## src/hdl/riscv_isa_pkg.sv

```systemverilog
`default_nettype none

// ---------------------------------------------------------------------------
// ISA-level definitions shared by the integer datapath
// ---------------------------------------------------------------------------
package riscv_isa_pkg;

    // register width of the RV64 integer file
    localparam int unsigned XLEN = 64;

    // one architectural register word
    typedef logic [XLEN-1:0] xlen_t;

    // sign-extend the low 32 bits of a word to full register width
    // used by all *W forms to produce their 64-bit result
    function automatic xlen_t sext32(input xlen_t word);
        xlen_t ext;
        ext = {{(XLEN-32){word[31]}}, word[31:0]};
        return ext;
    endfunction

endpackage

`default_nettype wire

```

## src/hdl/muldiv_pkg.sv

```systemverilog
`default_nettype none

// ---------------------------------------------------------------------------
// multiply/divide unit definitions
// ---------------------------------------------------------------------------
package muldiv_pkg;

    import riscv_isa_pkg::*;

    // transaction id travelling with each issued op
    localparam int unsigned TRANS_ID_BITS = 3;
    typedef logic [TRANS_ID_BITS-1:0] trans_id_t;

    // nominal divider iterations, one quotient bit each
    localparam int unsigned DIV_CYCLES = XLEN;
    localparam int unsigned DIV_CNT_BITS = $clog2(DIV_CYCLES);

    // divider state encoding
    localparam logic [1:0] DIV_IDLE   = 2'd0;
    localparam logic [1:0] DIV_DIVIDE = 2'd1;
    localparam logic [1:0] DIV_FINISH = 2'd2;

    typedef enum logic [3:0] {
        MUL, MULH, MULHU, MULHSU, MULW,
        DIV, DIVU, DIVW, DIVUW,
        REM, REMU, REMW, REMUW
    } fu_op_t;

    // ops handled by the pipelined multiplier
    function automatic logic is_mul_op(input fu_op_t op);
        return op inside {MUL, MULH, MULHU, MULHSU, MULW};
    endfunction

    // ops handled by the serial divider
    function automatic logic is_div_op(input fu_op_t op);
        return op inside {DIV, DIVU, DIVW, DIVUW, REM, REMU, REMW, REMUW};
    endfunction

    // 32-bit forms, result gets sign-extended
    function automatic logic is_word_op(input fu_op_t op);
        return op inside {MULW, DIVW, DIVUW, REMW, REMUW};
    endfunction

    function automatic logic is_signed_div(input fu_op_t op);
        return op inside {DIV, DIVW, REM, REMW};
    endfunction

    function automatic logic is_rem(input fu_op_t op);
        return op inside {REM, REMU, REMW, REMUW};
    endfunction

endpackage

`default_nettype wire

```

## src/hdl/div_if.sv

```systemverilog
`timescale 1ns/100ps
`default_nettype none

// request and result handshake between divider front end and serial divider
interface div_if import riscv_isa_pkg::*, muldiv_pkg::*; ();

    // ------------------------------------------------------------------------
    // request side, transfers on in_valid & in_ready
    // ------------------------------------------------------------------------
    logic      in_valid;
    logic      in_ready;
    xlen_t     op_a;
    xlen_t     op_b;
    logic      is_signed;
    logic      is_rem;
    trans_id_t id;

    // ------------------------------------------------------------------------
    // result side, held stable until out_ready
    // ------------------------------------------------------------------------
    logic      out_valid;
    logic      out_ready;
    xlen_t     result;
    trans_id_t out_id;

    modport master (
        output in_valid, op_a, op_b, is_signed, is_rem, id, out_ready,
        input  in_ready, out_valid, result, out_id
    );

    modport slave (
        input  in_valid, op_a, op_b, is_signed, is_rem, id, out_ready,
        output in_ready, out_valid, result, out_id
    );

endinterface

`default_nettype wire

```

## src/hdl/fu_issue_if.sv

```systemverilog
`timescale 1ns/100ps
`default_nettype none

// one issued request, fanned out from the unit top to both datapaths
interface fu_issue_if import riscv_isa_pkg::*, muldiv_pkg::*; ();

    // qualified by the top: no flush and a known op class
    logic      valid;
    trans_id_t trans_id;
    fu_op_t    operation;
    xlen_t     operand_a;
    xlen_t     operand_b;

    modport issuer (
        output valid, trans_id, operation, operand_a, operand_b
    );

    modport mul_sink (
        input valid, trans_id, operation, operand_a, operand_b
    );

    modport div_sink (
        input valid, trans_id, operation, operand_a, operand_b
    );

endinterface

`default_nettype wire

```

## src/hdl/div_word_adapter.sv

```systemverilog
`timescale 1ns/100ps
`default_nettype none

module div_word_adapter import riscv_isa_pkg::*; import muldiv_pkg::*; (
    input  logic         clk_i,
    input  logic         rst_ni,
    input  logic         flush_i,
    fu_issue_if.div_sink issue,
    input  logic         result_ready_i,
    output logic         ready_o,
    output logic         valid_o,
    output trans_id_t    trans_id_o,
    output xlen_t        result_o
);
    logic  div_issue;
    logic  word_op;
    logic  word_q;

    div_if div ();

    assign div_issue = issue.valid & is_div_op(issue.operation);
    assign word_op   = is_word_op(issue.operation);

    // operands stay at zero unless a division is issued
    always_comb begin
        div.op_a = '0;
        div.op_b = '0;
        if (div_issue) begin
            if (word_op && is_signed_div(issue.operation)) begin
                div.op_a = sext32(issue.operand_a);
                div.op_b = sext32(issue.operand_b);
            end else if (word_op) begin
                // unsigned word forms, upper halves cleared
                div.op_a = {{(XLEN-32){1'b0}}, issue.operand_a[31:0]};
                div.op_b = {{(XLEN-32){1'b0}}, issue.operand_b[31:0]};
            end else begin
                div.op_a = issue.operand_a;
                div.op_b = issue.operand_b;
            end
        end
    end

    assign div.in_valid  = div_issue;
    assign div.is_signed = is_signed_div(issue.operation);
    assign div.is_rem    = is_rem(issue.operation);
    assign div.id        = issue.trans_id;
    assign div.out_ready = result_ready_i;

    // single division in flight, so one flag is enough
    always_ff @(posedge clk_i or negedge rst_ni) begin
        if (!rst_ni) begin
            word_q <= 1'b0;
        end else if (div.in_valid && div.in_ready) begin
            word_q <= word_op;
        end
    end

    serial_divider i_serial_divider (
        .clk_i   ( clk_i   ),
        .rst_ni  ( rst_ni  ),
        .flush_i ( flush_i ),
        .div     ( div     )
    );

    assign ready_o    = div.in_ready;
    assign valid_o    = div.out_valid;
    assign trans_id_o = div.out_id;
    // word results come back as 32-bit values in a 64-bit word
    assign result_o   = word_q ? sext32(div.result) : div.result;

endmodule

`default_nettype wire

```

## src/hdl/serial_divider.sv

```systemverilog
`timescale 1ns/100ps
`default_nettype none

module serial_divider import riscv_isa_pkg::*; import muldiv_pkg::*; (
    input  logic clk_i,
    input  logic rst_ni,
    input  logic flush_i,
    div_if.slave div
);
    // control
    logic [1:0]              state_q;
    logic [1:0]              state_d;
    logic [DIV_CNT_BITS-1:0] cnt_q;
    // payload
    xlen_t                   rem_q;
    xlen_t                   quo_q;
    xlen_t                   dvs_q;
    logic                    quo_neg_q;
    logic                    rem_neg_q;
    logic                    want_rem_q;
    trans_id_t               id_q;

    logic                    accept;
    logic                    a_neg;
    logic                    b_neg;
    logic                    b_zero;
    xlen_t                   mag_a;
    xlen_t                   mag_b;
    logic [XLEN:0]           partial;
    logic [XLEN+1:0]         diff;
    logic                    fits;

    assign accept = div.in_valid & div.in_ready;

    // ------------------------------------------------------------------------
    // operand magnitudes and result signs
    // ------------------------------------------------------------------------
    assign a_neg  = div.is_signed & div.op_a[XLEN-1];
    assign b_neg  = div.is_signed & div.op_b[XLEN-1];
    assign b_zero = div.op_b == '0;

    // most negative value maps onto itself, which is the right unsigned magnitude
    assign mag_a = a_neg ? -div.op_a : div.op_a;
    assign mag_b = b_neg ? -div.op_b : div.op_b;

    // ------------------------------------------------------------------------
    // restoring step
    // ------------------------------------------------------------------------
    // shift next dividend bit into the partial remainder
    assign partial = {rem_q, quo_q[XLEN-1]};
    assign diff    = {1'b0, partial} - {2'b00, dvs_q};
    // no borrow means the divisor fits, quotient bit is one
    assign fits    = ~diff[XLEN+1];

    // ------------------------------------------------------------------------
    // FSM
    // ------------------------------------------------------------------------
    always_comb begin
        state_d = state_q;
        case (state_q)
            DIV_IDLE: begin
                if (accept) begin
                    state_d = DIV_DIVIDE;
                end
            end
            DIV_DIVIDE: begin
                // last iteration
                if (cnt_q == '0) begin
                    state_d = DIV_FINISH;
                end
            end
            DIV_FINISH: begin
                // stall until the output is free
                if (div.out_ready) begin
                    state_d = DIV_IDLE;
                end
            end
            default: begin
                state_d = DIV_IDLE;
            end
        endcase
        // flush drops the division and its result
        if (flush_i) begin
            state_d = DIV_IDLE;
        end
    end

    always_ff @(posedge clk_i or negedge rst_ni) begin
        if (!rst_ni) begin
            state_q <= DIV_IDLE;
            cnt_q   <= '0;
        end else begin
            state_q <= state_d;
            if (accept) begin
                cnt_q <= DIV_CNT_BITS'(DIV_CYCLES - 1);
            end else if (state_q == DIV_DIVIDE) begin
                cnt_q <= cnt_q - 1'b1;
            end
        end
    end

    always_ff @(posedge clk_i) begin
        if (accept) begin
            rem_q      <= '0;
            quo_q      <= mag_a;
            dvs_q      <= mag_b;
            // zero divisor keeps the all-ones quotient unsigned
            quo_neg_q  <= (a_neg ^ b_neg) & ~b_zero;
            // remainder takes the dividend sign, covers x/0 too
            rem_neg_q  <= a_neg;
            want_rem_q <= div.is_rem;
            id_q       <= div.id;
        end else if (state_q == DIV_DIVIDE) begin
            rem_q <= fits ? diff[XLEN-1:0] : partial[XLEN-1:0];
            // dividend bits shift out as quotient bits shift in
            quo_q <= {quo_q[XLEN-2:0], fits};
        end
    end

    // ------------------------------------------------------------------------
    // handshake and sign correction
    // ------------------------------------------------------------------------
    assign div.in_ready  = state_q == DIV_IDLE;
    assign div.out_valid = state_q == DIV_FINISH;
    assign div.out_id    = id_q;
    assign div.result    = want_rem_q ? (rem_neg_q ? -rem_q : rem_q) :
                                        (quo_neg_q ? -quo_q : quo_q);

endmodule

`default_nettype wire
```

## src/flat_wrapper.sv

```systemverilog
// flat-port wrapper written by rule: the top's interface ports become plain ports
module div_word_adapter_flat import riscv_isa_pkg::*; import muldiv_pkg::*;
  (clk_i, rst_ni, flush_i, result_ready_i, ready_o, valid_o, trans_id_o, result_o, issue_valid, issue_trans_id, issue_operation, issue_operand_a, issue_operand_b);
  fu_issue_if issue_i ();
  input  logic clk_i;
  input  logic rst_ni;
  input  logic flush_i;
  input  logic result_ready_i;
  output logic ready_o;
  output logic valid_o;
  output trans_id_t trans_id_o;
  output xlen_t result_o;
  input wire logic [$bits(issue_i.valid)-1:0] issue_valid;
  input wire logic [$bits(issue_i.trans_id)-1:0] issue_trans_id;
  input wire logic [$bits(issue_i.operation)-1:0] issue_operation;
  input wire logic [$bits(issue_i.operand_a)-1:0] issue_operand_a;
  input wire logic [$bits(issue_i.operand_b)-1:0] issue_operand_b;
  assign issue_i.valid = issue_valid;
  assign issue_i.trans_id = issue_trans_id;
  assign issue_i.operation = issue_operation;
  assign issue_i.operand_a = issue_operand_a;
  assign issue_i.operand_b = issue_operand_b;
  div_word_adapter u_core (.clk_i(clk_i), .rst_ni(rst_ni), .flush_i(flush_i), .issue(issue_i), .result_ready_i(result_ready_i), .ready_o(ready_o), .valid_o(valid_o), .trans_id_o(trans_id_o), .result_o(result_o));
endmodule
```

## config.mk

```make
export PLATFORM = sky130hd
export DESIGN_NAME = div_word_adapter_flat
export DESIGN_NICKNAME = d
export VERILOG_FILES = /design/src/hdl/riscv_isa_pkg.sv /design/src/hdl/muldiv_pkg.sv /design/src/hdl/div_if.sv /design/src/hdl/fu_issue_if.sv /design/src/hdl/div_word_adapter.sv /design/src/hdl/serial_divider.sv /design/src/flat_wrapper.sv
export SDC_FILE = /design/constraint.sdc
export NUM_CORES = 1
export LEC_CHECK = 0
export BUFFER_PORTS_ARGS = -buffer_cell sky130_fd_sc_hd__buf_4
export CORE_MARGIN = 4
export CORE_UTILIZATION = 56
export CTS_CLUSTER_SIZE = 40
export DETAILED_ROUTE_END_ITERATION = 8
export GPL_TIMING_DRIVEN = 1
export PLACE_DENSITY = 0.79
export SLEW_MARGIN = 20
export SYNTH_ARGS = -nofsm -noshare
export SYNTH_HDL_FRONTEND = slang
export SYNTH_SLANG_ARGS = --single-unit
export TNS_END_PERCENT = 30
```

## constraint.sdc

```tcl
create_clock -name clk_i -period 5.6 [get_ports clk_i]
set_clock_uncertainty 0.05 [all_clocks]
set_input_delay 1.12 -clock clk_i [delete_from_list [all_inputs] [get_ports clk_i]]
set_output_delay 1.12 -clock clk_i [all_outputs]
set_load 0.02 [all_outputs]
```

==> flow_metrics.py, run 1 <==
metrics = {
    "run_status": {
        "violations": "negative setup slack",
        "status": "finished, violations left",
    },
    "final_layout": {
        "layout_commonest_cell": "nand2_1",
        "antenna_cells": 0,
        "mostFrequentLayoutCells": "nand2_1 (330), o21ai_0 (314), buf_4 (265)",
        "syn2layout_area_growth_pct": 14.82,
        "finalNetCount": 2945,
        "final_cells": 3200,
        "drive_above_1_share_pct": 13.15,
        "final_cell_area_sq_um": 22270,
    },
    "timing": {
        "slew-limit-headroom_pct": 30.14,
        "worst_slew_pin_slew_ns": 1.048,
        "fin_ws_ns": -0.02173,
        "max_freq_mhz": 177.9,
        "finalHoldViolCount": 0,
        "slew_violations": 0,
        "finalCriticalPeriod_ns": 5.622,
        "whs_ns": 0.3824,
        "setup_viol": 1,
        "rsz0062_at_grt": "true",
        "period_share_pct": 100.4,
    },
    "job": {
        "max_cap_viol_count": 0,
    },
    "placement": {
        "io_buffers": 208,
        "dp.final_hpwl_mm": 52.82,
        "globalplace.congestion": 1.072,
        "dp.cells": 3148,
        "dpl_cell_area_sq_um": 21370,
    },
    "detailed_routing": {
        "wl_met1_mm": 28.50,
        "first_iter_violations": 2443,
        "wl_per_cell_um": 21.42,
        "drc": 0,
        "met2WireLength_mm": 30.28,
        "num_vias": 20600,
        "dr.pass1.iters": 8,
        "wl_mm": 68.55,
        "maxUsedRoutingLayer": "met5",
        "wl_met3_mm": 7.130,
        "viasPerCell": 6.438,
        "ant_nets": 0,
    },
    "yosys": {
        "synth-seq-cells": 207,
        "synthAdderAreaFrac_pct": 4.619,
        "synth_edf_count": 134,
        "synth_top_cell_area_share_pct": 20.75,
        "synth_area_leaders": "edfxtp_1 (21%), o21ai_0 (8.2%), xor2_1 (7.4%)",
        "syn-mean-instance-area_sq_um": 7.448,
        "seq_area_frac_synth_pct": 28.51,
        "synth-main-ff-cell": "edfxtp_1",
        "synthMuxAreaShare_pct": 0.4645,
        "async_flop_share_pct": 4.348,
        "synthesis.nets": 2815,
        "synth_top_family_by_area": "compound AO/OA/AOI/OAI gates",
        "synth-compound-area-share_pct": 27.30,
        "ys.warnings.count": 0,
        "ys_types": 74,
        "syn_inst": 2604,
        "netlist_area_sq_um": 19390,
        "yosys.area_share.simple_pct": 20.90,
        "synth_xor_area_share_pct": 13.10,
        "synth_top_area_cell": "edfxtp_1",
    },
    "critical_path": {
        "crit_path_max_fanout": 5,
        "critPathBufInv": 1,
        "critPathTopFamily": "simple AND/OR/NAND/NOR gates",
        "cp.arrival_ns": 4.45,
        "cp-start-kind": "register",
        "end_kind": "output pin",
        "cpPeakStageDelay_ns": 0.54,
        "required_ns": 4.43,
        "criticalPathCategory": "register to output pin",
        "crit_slowest_cell": "or4_4",
        "cp_cell_sequence": "or4_4, or4_4, or2_4, or3_4, or2_4, or3_4, or3_4, or2_4, o41ai_4, xor2_1, o211ai_1, buf_4",
    },
    "global_routing": {
        "grt_pass1_wl_mm": 105.2,
        "grt_antenna_before_repair": 1,
        "track_usage_pct": 34.16,
        "grt_pass1_vias": 18900,
        "grt_remaining_overflow": 0,
        "grt_max_degree": 92,
    },
    "clock_tree": {
        "clock-sinks": 207,
        "hold_buffers": 0,
        "clkTransAtPathRegs_ns": 0.06,
        "cts_buffers": 24,
        "htreeDepth": 1,
        "cts_buffer_depth": 3,
        "cts_tree": "yes",
        "insertion_delay_ns": 0.53,
        "cts-root-buf": "clkbuf_16",
    },
    "floorplanning": {
        "initial_core_util_pct": 57.27,
        "io_pins": 209,
        "core_area_sq_um": 33870,
        "rows": 67,
        "die_h_um": 194.1,
        "die_w_um": 194.1,
        "die_area_sq_um": 37670,
    },
    "power": {
        "vdd_drop_max_mv": 0.2051,
        "powerDensity_nw_per_um2": 290.4,
        "leakage_nw": 9.027,
        "finalPower_mw": 6.467,
    },
    "min_path": {
        "hold_class": "input pin to asynchronous set/reset pin",
    },
}
==> routing by layer <==
layer / GRT usage, % / vias up
li1: - / 9634
met1: 48.20 / 9673
met5: 0 / -
met4: 12.27 / 2
met3: 5.595 / 148
met2: 53.21 / 1146
==> path summary, 6_finish.rpt <==
path	start	end	slack, ns	cells past startpoint
hold / removal	rst_ni	u_core.i_serial_divider.state_q[1]$_DFFE_PN0P_	0.38	1
hold reg to reg	u_core.i_serial_divider.cnt_q[2]$_DFFE_PN0P_	u_core.i_serial_divider.cnt_q[2]$_DFFE_PN0P_	0.49	2
max in group asynchronous	rst_ni	u_core.i_serial_divider.cnt_q[5]$_DFFE_PN0P_	4.94	1
setup reg to reg	u_core.i_serial_divider.rem_q[6]$_SDFFE_PP0P_	u_core.i_serial_divider.rem_q[56]$_SDFFE_PP0P_	1.03	12
setup / recovery	u_core.i_serial_divider.quo_q[16]$_DFFE_PP_	result_o[59]	-0.02	12
min in group clk_i	u_core.i_serial_divider.cnt_q[2]$_DFFE_PN0P_	u_core.i_serial_divider.cnt_q[2]$_DFFE_PN0P_	0.49	2
==> metrics by stage <==
step / setup TNS, ns / setup slack [ns] / util (%)
after CTS: -0.03746 / -0.02528 / 65.56
after floorplan: 0 / 0.3308 / -
after global placement: 0 / 0.2206 / 63.09
after global routing: -0.6527 / -0.1261 / 65.76
after detailed placement: 0 / 0.2127 / 63.09
final: -0.02173 / -0.02173 / 65.76
==> cells in the mapped netlist, drive strengths merged, types with 4 or more instances <==
master	instances
nor4	33
a2111oi	4
dfrtp	9
o21a	13
nand2	332
o22ai	6
o21bai	17
o41ai	24
buf	25
a21o	32
nand3	34
inv	101
a31o	5
or3	30
a22oi	13
a211oi	14
nor3b	5
or4	24
dfxtp	64
nand4b	4
xor2	164
nand3b	6
nand2b	29
o31ai	70
or2	18
xnor2	126
a21boi	13
and3	5
o221ai	8
ha	70
nor3	61
a221oi	15
a31oi	22
a32oi	8
a21oi	260
nor2	247
nand4	24
o211ai	16
o21ai	316
a22o	8
clkbuf	138
mux2i	9
nor2b	14
edfxtp	134
==> layout make-up <==
type / instances / area (sq um)
clock buffers: 32 / 703.2
clock inverters: 12 / 68.82
fillers: 3031 / 11600
inverters: 101 / 382.9
multi-input cells: 2133 / 13000
flip-flops and latches: 207 / 5530
well taps: 448 / 560.5
repair buffers: 267 / 2029
==> kinds of logic (layout without fill, tap and decap cells) <==
family | Yosys count | after routing
buffers and inverters | 264 | 412
DFF | 207 | 207
and+or+nand+nor | 880 | 880
adders and majority gates | 71 | 71
AOI/OAI and AO/OA | 883 | 883
muxes | 9 | 9
xor gates and xnor gates | 290 | 290
==> worst reg2reg max path: cells and delay by family, from the launching register on <==
family          cells  cell delay, ns
compound gates      9            3.15
flops               1            0.53
fa+ha+maj           1            0.38
buf+inv             1            0.16
xor+xnor            1            0.16
==> registers in the layout (all words and copies together) (netlist names) <==
name / cells
u_core.i_serial_divider.div.out_id: 3
u_core.i_serial_divider.rem_q: 64
u_core.i_serial_divider.rem_neg_q: 1
u_core.i_serial_divider.cnt_q: 6
u_core.i_serial_divider.quo_q: 64
u_core.i_serial_divider.quo_neg_q: 1
u_core.i_serial_divider.state_q: 2
u_core.i_serial_divider.dvs_q: 64
u_core.i_serial_divider.want_rem_q: 1
u_core.word_q: 1
==> where the power goes <==
part           switching [mW]  leakage (nW)  internal, mW
Clock                   0.664         0.387         0.884
Combinational            1.82          6.79          1.06
Sequential              0.209          1.85          1.83
==> what timing repair did <==
action / in CTS / in global routing
pin swaps: 7 / 2
resized for setup: 5 / 10
buffers inserted: 6 / 2
setup endpoints to repair: 8 / 26
Power figures use the tool's default switching activity.
==> run 2, diff against run 1 <==
--- a/config.mk
+++ b/config.mk
@@ -6,6 +6,7 @@
 export NUM_CORES = 1
 export LEC_CHECK = 0
 export BUFFER_PORTS_ARGS = -buffer_cell sky130_fd_sc_hd__buf_4
+export CORE_ASPECT_RATIO = 1.25
 export CORE_MARGIN = 4
 export CORE_UTILIZATION = 56
 export CTS_CLUSTER_SIZE = 40
==> flow_metrics.py, run 2 (same netlist as run 1, synthesis figures left out) <==
metrics = {
    "clock_tree": {
        "cts-root-buf": "clkbuf_16",
        "cts_tree": "yes",
        "cts_buffer_depth": 3,
        "clkTransAtPathRegs_ns": 0.06,
        "clock-sinks": 207,
        "hold_buffers": 0,
        "htreeDepth": 1,
        "cts_buffers": 24,
        "insertion_delay_ns": 0.54,
    },
    "floorplanning": {
        "die_area_sq_um": 37690,
        "die_w_um": 174.5,
        "rows": 75,
        "initial_core_util_pct": 57.25,
        "io_pins": 209,
        "die_h_um": 216.1,
        "core_area_sq_um": 33880,
    },
    "detailed_routing": {
        "wl_per_cell_um": 21.52,
        "first_iter_violations": 2448,
        "wl_mm": 69.32,
        "viasPerCell": 6.381,
        "num_vias": 20550,
        "dr.pass1.iters": 8,
        "drc": 0,
        "ant_nets": 0,
    },
    "power": {
        "p_sw_mw": 2.731,
        "vdd_drop_max_mv": 0.2213,
        "combinationalPowerShare_pct": 44.1,
        "clockPowerShare_pct": 25.1,
        "internal_power_mw": 3.868,
        "finalPower_mw": 6.600,
        "p_seq_share_pct": 30.8,
        "p_sw_share_pct": 41.38,
        "leakage_nw": 9.081,
        "powerDensity_nw_per_um2": 294.4,
    },
    "final_layout": {
        "final_cells": 3221,
        "drive_above_1_share_pct": 13.43,
        "largest_registers": "u_core.i_serial_divider.dvs_q (64), u_core.i_serial_divider.quo_q (64), u_core.i_serial_divider.rem_q (64)",
        "layout_commonest_cell": "nand2_1",
        "multi_input_area_sq_um": 13020,
        "syn2layout_area_growth_pct": 15.57,
        "finalNetCount": 2949,
        "mostFrequentLayoutCells": "nand2_1 (331), o21ai_0 (311), buf_4 (268)",
        "fillerInstances": 3042,
        "seqCellArea_sq_um": 5530,
    },
    "placement": {
        "dpl_worst_slack_ns": 0.2857,
        "dp.final_hpwl_mm": 53.55,
        "io_buffers": 208,
        "dp.cells": 3163,
        "globalplace.congestion": 1.005,
    },
    "global_routing": {
        "grt_antenna_before_repair": 3,
        "grt_pass1_vias": 18830,
        "grt_remaining_overflow": 0,
        "grt_pass1_wl_mm": 105.6,
        "track_usage_pct": 34.63,
        "grt_max_degree": 139,
    },
    "timing": {
        "slew_violations": 0,
        "worst_slew_pin_slew_ns": 1.066,
        "slew-limit-headroom_pct": 27.09,
        "setup_viol": 3,
        "setup-tns-final_ns": -0.1356,
        "finalCriticalPeriod_ns": 5.692,
        "finalHoldViolCount": 0,
        "period_share_pct": 101.6,
        "fin_ws_ns": -0.09167,
        "rsz0062_at_grt": "true",
        "max_freq_mhz": 175.7,
    },
    "critical_path": {
        "required_ns": 4.43,
        "cp-start-kind": "register",
        "criticalPathCategory": "register to output pin",
        "regToRegSetupSlack_ns": 0.95,
        "reg2regPathDepth": 15,
        "crit_path_max_fanout": 5,
        "cp.arrival_ns": 4.52,
        "end_kind": "output pin",
    },
    "run_status": {
        "status": "finished, violations left",
        "violations": "negative setup slack",
    },
    "min_path": {
        "hold_class": "input pin to asynchronous set/reset pin",
    },
    "job": {
        "max_cap_viol_count": 0,
    },
}
## run 2: cell count changes in the layout (fill, tap and decap cells not counted), sizes merged
cell and delta:
buf +4, bufinv +2, clkbuf -2, clkinv -5
clkinvlp +1, diode +3, inv +4
## run 2: power by group through the flow
stage / logic (mW) / clock network [mW] / registers [mW]
after CTS: 2.83 / 1.66 / 2.02
after floorplan: 1.79 / 0 / 1.99
after global routing: 3.12 / 1.73 / 2.05
after detailed placement: 2.80 / 0 / 2.05
final: 2.91 / 1.65 / 2.03
after global placement: 2.78 / 0 / 2.04
## run 2: path summary, 6_finish.rpt
| check | end | start |
|---|---|---|
| setup / recovery | result_o[59] | u_core.i_serial_divider.quo_q[13]$_DFFE_PP_ |
| hold / removal | u_core.i_serial_divider.cnt_q[5]$_DFFE_PN0P_ | rst_ni |
| setup reg to reg | u_core.i_serial_divider.rem_q[56]$_SDFFE_PP0P_ | u_core.i_serial_divider.quo_q[63]$_DFFE_PP_ |
| hold reg to reg | u_core.i_serial_divider.cnt_q[5]$_DFFE_PN0P_ | u_core.i_serial_divider.cnt_q[5]$_DFFE_PN0P_ |
| max in group asynchronous | u_core.i_serial_divider.cnt_q[0]$_DFFE_PN0P_ | rst_ni |
| min in group clk_i | u_core.i_serial_divider.cnt_q[5]$_DFFE_PN0P_ | u_core.i_serial_divider.cnt_q[5]$_DFFE_PN0P_ |
## run 2: stage by stage
step           cell area, sq um  utilization (%)  hold WS, ns
2_1_floorplan             19400                -       0.4347
3_3_place_gp              21400            63.18       0.4568
3_5_place_dp              21400            63.18       0.4622
4_1_cts                   22280            65.78       0.3550
5_1_grt                   22410            66.16       0.3568
6_report                  22410            66.16       0.3622
## run 2: metal layers
metal / up-vias / GRT usage, % / wire (um)
met1: 9655 / 47.75 / 28440
met4: 0 / 12.65 / 2780
met5: - / 0 / 0
met3: 168 / 5.385 / 6566
li1: 9652 / - / -
met2: 1078 / 55.32 / 31530
## run 2: final cells by class
cell class	count	share of cell area, %
Timing Repair Buffer	271	9.244
Tap cell	462	2.579
Sequential cell	207	24.67
Inverter	101	1.708
Clock inverter	14	0.6364
Multi-Input combinational cell	2133	58.07
Clock buffer	30	3.059
Antenna cell	3	0.03349
## run 2: what timing repair did
action	CTS	global route
setup endpoints to repair	5	14
gates resized for setup	3	19
hold endpoints to repair	0	0
buffers inserted	6	5
pin swaps	8	5
## run 2: worst max-delay path, cell delays in order (launching register included)
cell,delay [ns]
edfxtp_1,0.40
or4_4,0.56
or4_4,0.43
or2_4,0.26
or3_4,0.36
or2_4,0.25
or3_4,0.35
or3_4,0.34
or2_4,0.26
o41ai_4,0.22
xor2_1,0.12
o211ai_1,0.24
buf_4,0.19
